[src/rtl/dkjr_defs.svh]
`ifndef DKJR_DEFS_SVH
`define DKJR_DEFS_SVH

// ------------------------------------------------------------
// Shared ROM round
// ------------------------------------------------------------

// Slots in one round of the ROM scheduler
`define DKJR_SLOTS 16

// ------------------------------------------------------------
// Graphics bank nibbles
// ------------------------------------------------------------

// Background tile ROMs
`define DKJR_VID1_BANK 4'h6
`define DKJR_VID2_BANK 4'h7

// Sprite ROMs, one nibble per plane
`define DKJR_OBJ1_BANK 4'hA
`define DKJR_OBJ2_BANK 4'hB
`define DKJR_OBJ3_BANK 4'hC
`define DKJR_OBJ4_BANK 4'hD

// Wave samples sit above the whole program area
`define DKJR_WAV_BANK 3'b001

// ------------------------------------------------------------
// Sound mixer
// ------------------------------------------------------------

// Midscale of one unsigned biased sample
`define DKJR_MIX_BIAS 9'h080

// Sum at or above this clips to full scale
`define DKJR_MIX_POS_LIM 9'h17F

// Sum at or below this clips to zero
`define DKJR_MIX_NEG_LIM 9'h080

`endif

[src/rtl/dkjr_pkg.sv]
package dkjr_pkg;

	// ------------------------------------------------------------
	// Address types
	// ------------------------------------------------------------

	// Full address of the shared external ROM
	typedef logic [18:0] rom_addr_t;

	// Program CPU address bus
	typedef logic [15:0] cpu_addr_t;

	// Offset inside one 4 KB graphics bank
	typedef logic [11:0] tile_addr_t;

	// Wave sample address from the sound player
	typedef logic [15:0] wav_addr_t;

	// 2 KB bank index, top 8 bits of a ROM address
	typedef logic [7:0] bank_t;

	// ------------------------------------------------------------
	// Data and control types
	// ------------------------------------------------------------

	// One byte back from the ROM
	typedef logic [7:0] rom_byte_t;

	// Slot number within the round
	typedef logic [3:0] phase_t;

	// Unsigned sound sample, midscale at 80 hex
	typedef logic [7:0] snd_t;

	// Sum of two samples with its carry
	typedef logic [8:0] mix_t;

endpackage

[src/rtl/rom_phase_gen.sv]
`timescale 1ns/1ps

`include "dkjr_defs.svh"

module rom_phase_gen (
	input  logic              W_CLK_12288M,
	input  logic              I_RESETn,
	input  logic              slot_sync,
	output dkjr_pkg::phase_t  phase
);

	// ------------------------------------------------------------
	// Sync capture
	// ------------------------------------------------------------

	// Two stage shift of the video timing level
	logic [1:0] sync_q;

	// High for one cycle after a registered rising edge
	logic sync_rise;

	always_ff @(posedge W_CLK_12288M or negedge I_RESETn) begin
		if (!I_RESETn) begin
			sync_q <= 2'b00;
		end else begin
			sync_q[0] <= slot_sync;
			sync_q[1] <= sync_q[0];
		end
	end

	// New level seen in stage 0, old level still in stage 1
	assign sync_rise = sync_q[0] & ~sync_q[1];

	// ------------------------------------------------------------
	// Slot counter
	// ------------------------------------------------------------

	always_ff @(posedge W_CLK_12288M or negedge I_RESETn) begin
		if (!I_RESETn) begin
			phase <= '0;
		end else if (sync_rise) begin
			// Restart the round, even in mid round
			phase <= '0;
		end else if (phase == dkjr_pkg::phase_t'(`DKJR_SLOTS - 1)) begin
			// Last slot wraps back to the first
			phase <= '0;
		end else begin
			phase <= phase + dkjr_pkg::phase_t'(1);
		end
	end

endmodule

[src/rtl/prog_bank_remap.sv]
`timescale 1ns/1ps

module prog_bank_remap (
	input  dkjr_pkg::cpu_addr_t  cpu_addr,
	output dkjr_pkg::rom_addr_t  prog_addr
);

	// ------------------------------------------------------------
	// Address split
	// ------------------------------------------------------------

	// CPU address widened to the ROM bus
	dkjr_pkg::rom_addr_t cpu_wide;

	// Bank the CPU asks for
	dkjr_pkg::bank_t cpu_bank;

	// Bank where that data lives in the ROM file
	dkjr_pkg::bank_t file_bank;

	assign cpu_wide = {3'b000, cpu_addr};
	assign cpu_bank = cpu_wide[18:11];

	// ------------------------------------------------------------
	// Bank swap table
	// ------------------------------------------------------------

	always_comb begin
		case (cpu_bank)
			// 1000 hex area is stored at 3000 hex
			8'h02: file_bank = 8'h06;
			8'h03: file_bank = 8'h0B;
			8'h05: file_bank = 8'h09;
			// 3000 hex area is stored at 1000 hex
			8'h06: file_bank = 8'h02;
			8'h07: file_bank = 8'h03;
			8'h09: file_bank = 8'h05;
			8'h0B: file_bank = 8'h07;
			// Everything else is in place
			default: file_bank = cpu_bank;
		endcase
	end

	// Offset inside the 2 KB bank is kept
	assign prog_addr = {file_bank, cpu_wide[10:0]};

endmodule

[src/rtl/rom_slot_sequencer.sv]
`timescale 1ns/1ps

`include "dkjr_defs.svh"

module rom_slot_sequencer (
	input  logic                 W_CLK_12288M,
	input  logic                 I_RESETn,
	input  dkjr_pkg::phase_t     phase,
	input  dkjr_pkg::rom_addr_t  prog_addr,
	input  dkjr_pkg::tile_addr_t vid_addr,
	input  dkjr_pkg::tile_addr_t obj_addr,
	input  dkjr_pkg::wav_addr_t  wav_addr,
	input  dkjr_pkg::rom_byte_t  rom_data,
	output dkjr_pkg::rom_addr_t  rom_addr,
	output dkjr_pkg::rom_byte_t  prog_data,
	output dkjr_pkg::rom_byte_t  wav_data,
	output dkjr_pkg::rom_byte_t  vid1_data,
	output dkjr_pkg::rom_byte_t  vid2_data,
	output dkjr_pkg::rom_byte_t  obj1_data,
	output dkjr_pkg::rom_byte_t  obj2_data,
	output dkjr_pkg::rom_byte_t  obj3_data,
	output dkjr_pkg::rom_byte_t  obj4_data
);

	// ------------------------------------------------------------
	// Client addresses on the shared bus
	// ------------------------------------------------------------

	// Wave player in its own high area
	dkjr_pkg::rom_addr_t wav_rom;

	// Background tile planes
	dkjr_pkg::rom_addr_t vid1_rom;
	dkjr_pkg::rom_addr_t vid2_rom;

	// Sprite planes
	dkjr_pkg::rom_addr_t obj1_rom;
	dkjr_pkg::rom_addr_t obj2_rom;
	dkjr_pkg::rom_addr_t obj3_rom;
	dkjr_pkg::rom_addr_t obj4_rom;

	assign wav_rom  = {`DKJR_WAV_BANK, wav_addr};
	assign vid1_rom = {3'b000, `DKJR_VID1_BANK, vid_addr};
	assign vid2_rom = {3'b000, `DKJR_VID2_BANK, vid_addr};
	assign obj1_rom = {3'b000, `DKJR_OBJ1_BANK, obj_addr};
	assign obj2_rom = {3'b000, `DKJR_OBJ2_BANK, obj_addr};
	assign obj3_rom = {3'b000, `DKJR_OBJ3_BANK, obj_addr};
	assign obj4_rom = {3'b000, `DKJR_OBJ4_BANK, obj_addr};

	// ------------------------------------------------------------
	// Slot schedule
	// ------------------------------------------------------------

	// ROM answers the held address in the same cycle
	// so each slot takes the byte of the address set one slot before
	always_ff @(posedge W_CLK_12288M or negedge I_RESETn) begin
		if (!I_RESETn) begin
			rom_addr  <= '0;
			prog_data <= '0;
			wav_data  <= '0;
			vid1_data <= '0;
			vid2_data <= '0;
			obj1_data <= '0;
			obj2_data <= '0;
			obj3_data <= '0;
			obj4_data <= '0;
		end else begin
			case (phase)
				4'd0: begin
					// Program byte from slot 15, then wave fetch
					prog_data <= rom_data;
					rom_addr  <= wav_rom;
				end
				4'd1: begin
					wav_data <= rom_data;
				end
				4'd2: begin
					rom_addr <= prog_addr;
				end
				4'd3: begin
					prog_data <= rom_data;
					rom_addr  <= vid1_rom;
				end
				4'd4: begin
					vid1_data <= rom_data;
					rom_addr  <= vid2_rom;
				end
				4'd5: begin
					vid2_data <= rom_data;
					rom_addr  <= prog_addr;
				end
				4'd6: begin
					prog_data <= rom_data;
				end
				4'd8: begin
					rom_addr <= prog_addr;
				end
				4'd9: begin
					// Program byte, then first sprite plane
					prog_data <= rom_data;
					rom_addr  <= obj1_rom;
				end
				4'd10: begin
					obj1_data <= rom_data;
					rom_addr  <= obj2_rom;
				end
				4'd11: begin
					obj2_data <= rom_data;
					rom_addr  <= prog_addr;
				end
				4'd12: begin
					prog_data <= rom_data;
					rom_addr  <= obj3_rom;
				end
				4'd13: begin
					obj3_data <= rom_data;
					rom_addr  <= obj4_rom;
				end
				4'd14: begin
					obj4_data <= rom_data;
				end
				4'd15: begin
					// Program fetch read back in slot 0
					rom_addr <= prog_addr;
				end
				// Slot 7 is idle
				default: ;
			endcase
		end
	end

endmodule

[src/rtl/snd_mix_limit.sv]
`timescale 1ns/1ps

`include "dkjr_defs.svh"

module snd_mix_limit (
	input  logic                W_CLK_12288M,
	input  logic                I_RESETn,
	input  dkjr_pkg::rom_byte_t wav_data,
	input  dkjr_pkg::snd_t      dig_snd,
	output dkjr_pkg::snd_t      snd_out
);

	// ------------------------------------------------------------
	// Mix
	// ------------------------------------------------------------

	// Two biased samples carry twice the bias
	dkjr_pkg::mix_t mix_sum;

	// Sum with one bias removed
	dkjr_pkg::mix_t mix_unbias;

	assign mix_sum    = {1'b0, wav_data} + {1'b0, dig_snd};
	assign mix_unbias = mix_sum - `DKJR_MIX_BIAS;

	// ------------------------------------------------------------
	// Limiter
	// ------------------------------------------------------------

	always_ff @(posedge W_CLK_12288M or negedge I_RESETn) begin
		if (!I_RESETn) begin
			snd_out <= '0;
		end else if (mix_sum >= `DKJR_MIX_POS_LIM) begin
			// Clip at full scale
			snd_out <= 8'hFF;
		end else if (mix_sum <= `DKJR_MIX_NEG_LIM) begin
			// Clip at zero
			snd_out <= 8'h00;
		end else begin
			snd_out <= mix_unbias[7:0];
		end
	end

endmodule

[src/rtl/dkjr_rom_share.sv]
`timescale 1ns/1ps

module dkjr_rom_share (
	input  logic                 W_CLK_12288M,
	input  logic                 I_RESETn,

	// Video timing strobe
	input  logic                 slot_sync,

	// Client addresses
	input  dkjr_pkg::cpu_addr_t  cpu_addr,
	input  dkjr_pkg::tile_addr_t vid_addr,
	input  dkjr_pkg::tile_addr_t obj_addr,
	input  dkjr_pkg::wav_addr_t  wav_addr,

	// Digital sound sample
	input  dkjr_pkg::snd_t       dig_snd,

	// External ROM
	input  dkjr_pkg::rom_byte_t  rom_data,
	output dkjr_pkg::rom_addr_t  rom_addr,

	// Client bytes
	output dkjr_pkg::rom_byte_t  prog_data,
	output dkjr_pkg::rom_byte_t  vid1_data,
	output dkjr_pkg::rom_byte_t  vid2_data,
	output dkjr_pkg::rom_byte_t  obj1_data,
	output dkjr_pkg::rom_byte_t  obj2_data,
	output dkjr_pkg::rom_byte_t  obj3_data,
	output dkjr_pkg::rom_byte_t  obj4_data,
	output dkjr_pkg::rom_byte_t  wav_data,

	// Mixed sound
	output dkjr_pkg::snd_t       snd_out
);

	// Current slot
	dkjr_pkg::phase_t phase;

	// Program address in ROM file order
	dkjr_pkg::rom_addr_t prog_addr;

	// ------------------------------------------------------------
	// Slot timing and program remap, side by side
	// ------------------------------------------------------------

	rom_phase_gen i_rom_phase_gen (
		.W_CLK_12288M (W_CLK_12288M),
		.I_RESETn     (I_RESETn),
		.slot_sync    (slot_sync),
		.phase        (phase)
	);

	prog_bank_remap i_prog_bank_remap (
		.cpu_addr  (cpu_addr),
		.prog_addr (prog_addr)
	);

	// ------------------------------------------------------------
	// Bus owner per slot
	// ------------------------------------------------------------

	rom_slot_sequencer i_rom_slot_sequencer (
		.W_CLK_12288M (W_CLK_12288M),
		.I_RESETn     (I_RESETn),
		.phase        (phase),
		.prog_addr    (prog_addr),
		.vid_addr     (vid_addr),
		.obj_addr     (obj_addr),
		.wav_addr     (wav_addr),
		.rom_data     (rom_data),
		.rom_addr     (rom_addr),
		.prog_data    (prog_data),
		.wav_data     (wav_data),
		.vid1_data    (vid1_data),
		.vid2_data    (vid2_data),
		.obj1_data    (obj1_data),
		.obj2_data    (obj2_data),
		.obj3_data    (obj3_data),
		.obj4_data    (obj4_data)
	);

	// ------------------------------------------------------------
	// Wave plus digital sound
	// ------------------------------------------------------------

	snd_mix_limit i_snd_mix_limit (
		.W_CLK_12288M (W_CLK_12288M),
		.I_RESETn     (I_RESETn),
		.wav_data     (wav_data),
		.dig_snd      (dig_snd),
		.snd_out      (snd_out)
	);

endmodule

[config.mk]
export PLATFORM = sky130hd
export DESIGN_NAME = dkjr_rom_share
export DESIGN_NICKNAME = d
export VERILOG_FILES = /design/src/rtl/dkjr_pkg.sv /design/src/rtl/rom_phase_gen.sv /design/src/rtl/prog_bank_remap.sv /design/src/rtl/rom_slot_sequencer.sv /design/src/rtl/snd_mix_limit.sv /design/src/rtl/dkjr_rom_share.sv
export VERILOG_INCLUDE_DIRS = /design/src /design/src/rtl
export SDC_FILE = /design/constraint.sdc
export NUM_CORES = 1
export LEC_CHECK = 0
export ABC_AREA = 1
export BUFFER_PORTS_ARGS = -buffer_cell sky130_fd_sc_hd__clkbuf_2
export CELL_PAD_IN_SITES_DETAIL_PLACEMENT = 0
export CELL_PAD_IN_SITES_GLOBAL_PLACEMENT = 1
export CORE_MARGIN = 4
export CORE_UTILIZATION = 32
export DETAILED_ROUTE_END_ITERATION = 8
export GPL_TIMING_DRIVEN = 0
export PLACE_DENSITY = 0.84
export SYNTH_ARGS = -nofsm -noshare
export SYNTH_HDL_FRONTEND = slang
export SYNTH_SLANG_ARGS = --single-unit
export TNS_END_PERCENT = 20
[constraint.sdc]
create_clock -name W_CLK_12288M -period 2.8 [get_ports W_CLK_12288M]
set_clock_uncertainty 0.1 [all_clocks]
set_input_delay 0.42 -clock W_CLK_12288M [delete_from_list [all_inputs] [get_ports W_CLK_12288M]]
set_output_delay 0.42 -clock W_CLK_12288M [all_outputs]
set_load 0.005 [all_outputs]
==> metrics.txt <==
Final Core Density=0.4280; Top delay family on crit path=simple AND/OR/NAND/NOR gates; Post-Synth Simple-Gate Area=0.2461; dpl hpwl=9879 µm; Pleak=roughly 3.3 nW; CTS Buf Count=9; Hold WC Path Type=input pin to asynchronous set/reset pin; crit end category=register; Post-CTS Hold Buffers=0; clock sinks=95; Psw=0.003137 W; cell internal pwr=0.004251 W; worst vdd ir=532.7 µV; Worst slew margin=0.6159; Initial Utilization=0.3277; PwrDens=1244 nW/µm²; DIE AREA=16190 µm²; mux contribution to synthesized area=0; final wirelength=12880 µm; Arr. time, crit path=2.36 ns; setup bufs post-CTS=0; critical setup path kind=register to register; data required time of the worst path=2.92 ns; setup TNS=0 ns; Post-Synth XOR/XNOR Area=0.003850; Synth top cells by count=nand2_1 (174), dfrtp_1 (95), o21ai_0 (82), inv_1 (42), nor2_1 (27); clock share of power=0.175; clock latency on the worst-skew pair=0.35 ns; area delta synth->final=30.58%; critical path startpoint category=register; Net Sw Frac=0.4246; chip width=127.2 µm; post-CTS sizing=0; # diodes=0; Root Buffer=clkbuf_16; Adder-Cell Fraction of Synth Area=0.03740; Hold WS=-0.005454 ns; nets@finish=803; port bufs=between 150 and 200; clock buffer depth=2; drc violations=0; Synth top area share=0.5226; min cycle time layout=2.238 ns; area leader, netlist=dfrtp_1; wire per inst=14.31 µm; crit path buf inv count=0; Compound-Gate Fraction of Synth Area=0.1282; crit share post-route=0.7994; register area share after synthesis=0.5226; DRT Pass-1 Iters=5; largest net degree at the start of global routing=58; routed via count=4127; H-tree depth reported by CTS=3; largest family of logic cells by synthesized area=simple AND/OR/NAND/NOR gates; Critical Path Fanout Max=4; Max-Cap Viols=0; flop and latch count out of synthesis=95; CP max stage cell=fa_1; YS warnings=0; final setup violation count=0; DR iter-0 viols=160; clock slew at reported path FFs=0.07 ns; first-pass GRT wire length=20510 µm; layout cells sized above 1=0.3056; unrepaired setup endpoints after global routing=no; failing checks=negative hold slack; Syn Std Cell Area=4549 µm²; Synth Flop Type=dfrtp_1; Mapped Avg Cell Area=8.440 µm²; Congestion Overflow GR=0; reg2reg path depth=11; Post-synth ARST share=1.000; Unique masters post-synth=35; Flop pwr share=0.334; Worst-Margin Slew=slightly below 0.6 ns; Reg-to-Reg End=i_snd_mix_limit.snd_out[0]; Std-Cell Rows=43; number of global-route vias before repair=4036; Max stage delay on crit path=0.48 ns; top-count cell post-synth=nand2_1; Fin. Hold Viols=5; Global Route Usage Sum=0.1601; Die Ht=127.2 µm; Post-Syn Instances=between 500 and 600; status=finished with violations; FF-to-FF Start=i_rom_slot_sequencer.wav_data[0]; critical path, cell by cell=ha_1 -> fa_1 -> or2_2 -> nor2_1 -> nand2_1 -> nor2_1 -> nand3_1 -> nand2_1 -> nand2_1 -> nand2_1 -> nand2_1; RD Place Congestion=around 0.86; flop-to-flop setup slack=0.56 ns; synth top area cells=dfrtp_1 (52%), nand2_1 (14%), o21ai_0 (9.0%), inv_1 (3.5%), ha_1 (3.3%); FMAX=446.8 MHz; initial antenna violation count=0; CTS tree=yes; Slew Viols, Final=0; Core Box Area=13880 µm²; cell mode on critical path=nand2_1; ANT nets after route=0; I/O pins=166; combinational share of power=0.490; number of flops mapped to enable cells by yosys=0; Vias/cell=about 4.6
kinds of logic after synthesis:
family,after synthesis
AO/OA/AOI/OAI,114
XOR/XNOR,2
adder cells (fa/ha/maj),13
buffers and inverters,64
flip-flops,95
other,1
AND/OR/NAND/NOR,250
metrics by stage:
| stage | setup slack, ns | total power (W) | cells | area (µm²) |
|---|---|---|---|---|
| 6_report | 0.5617 | 0.007388 | 900 | 5941 |
| 4_1_cts | 0.5424 | 0.007507 | 900 | 5941 |
| 5_1_grt | 0.3669 | 0.008110 | 900 | 5941 |
| 3_3_place_gp | 0.005415 | 0.006117 | 883 | 5594 |
| 2_1_floorplan | 0.6909 | 0.004773 | 540 | 4553 |
| 3_5_place_dp | 0.4565 | 0.006177 | 884 | 5624 |
state kept, by name, indices dropped and copies added (netlist names):
signal                          flops
i_rom_slot_sequencer.rom_addr      17
i_rom_slot_sequencer.obj1_data      8
i_rom_slot_sequencer.obj2_data      8
i_rom_slot_sequencer.obj3_data      8
i_rom_slot_sequencer.obj4_data      8
i_rom_slot_sequencer.prog_data      8
i_rom_slot_sequencer.vid1_data      8
i_rom_slot_sequencer.vid2_data      8
i_rom_slot_sequencer.wav_data       8
i_snd_mix_limit.snd_out             8
i_rom_phase_gen.phase               4
i_rom_phase_gen.sync_q              2
routing by layer:
layer  up-vias  share of wire  track usage
li1       2085              -            -
met1      1894           0.45       0.2106
met2       135           0.45       0.2540
met3        13          0.083      0.04933
met4         0          0.014      0.05047
met5         -              0            0
worst max path at each step:
stage / cells after the start / from / endpoint / slack (ns)
global placement: 1 / I_RESETn / i_snd_mix_limit.snd_out[7] / 0.005
global route: 10 / i_rom_slot_sequencer.wav_data[0] / i_snd_mix_limit.snd_out[0] / 0.37
floorplan: 11 / dig_snd[0] / i_snd_mix_limit.snd_out[1] / 0.69
detailed placement: 12 / dig_snd[0] / i_snd_mix_limit.snd_out[0] / 0.46
CTS: 11 / i_rom_slot_sequencer.wav_data[0] / i_snd_mix_limit.snd_out[0] / 0.54
finish: 11 / i_rom_slot_sequencer.wav_data[0] / i_snd_mix_limit.snd_out[0] / 0.56
layout make-up:
class	count	area [µm²]
repair buffers	164	845.8
inverters	47	178.9
fillers	1437	7940
plain buffers	17	98.84
multi-input cells	381	1898
flip-flops and latches	95	2377
well taps	180	225.2
clock inverters	7	91.34
clock buffers	9	225.2
cells in the final DEF, fill, tap and decap left out, types with 4 or more instances in the layout:
cell type and count:
nand2_1 174, clkbuf_16 9, inv_1 42, o21ai_0 82
nor2_1 27, clkbuf_1 8, nand3_1 17, clkbuf_2 162
nor2_2 10, a21oi_1 26, dfrtp_1 95, nand4_1 6
buf_2 4, inv_2 4, ha_1 12
power groups by stage:
stage	clock, W	combinational, W	sequential (W)
floorplan	0	0.00229	0.00249
global placement	0	0.00365	0.00247
detailed placement	0	0.00369	0.00248
CTS	0.00134	0.00370	0.00248
global route	0.00138	0.00417	0.00256
finish	0.00130	0.00362	0.00247
No activity file was read; power rests on OpenSTA's default activity.
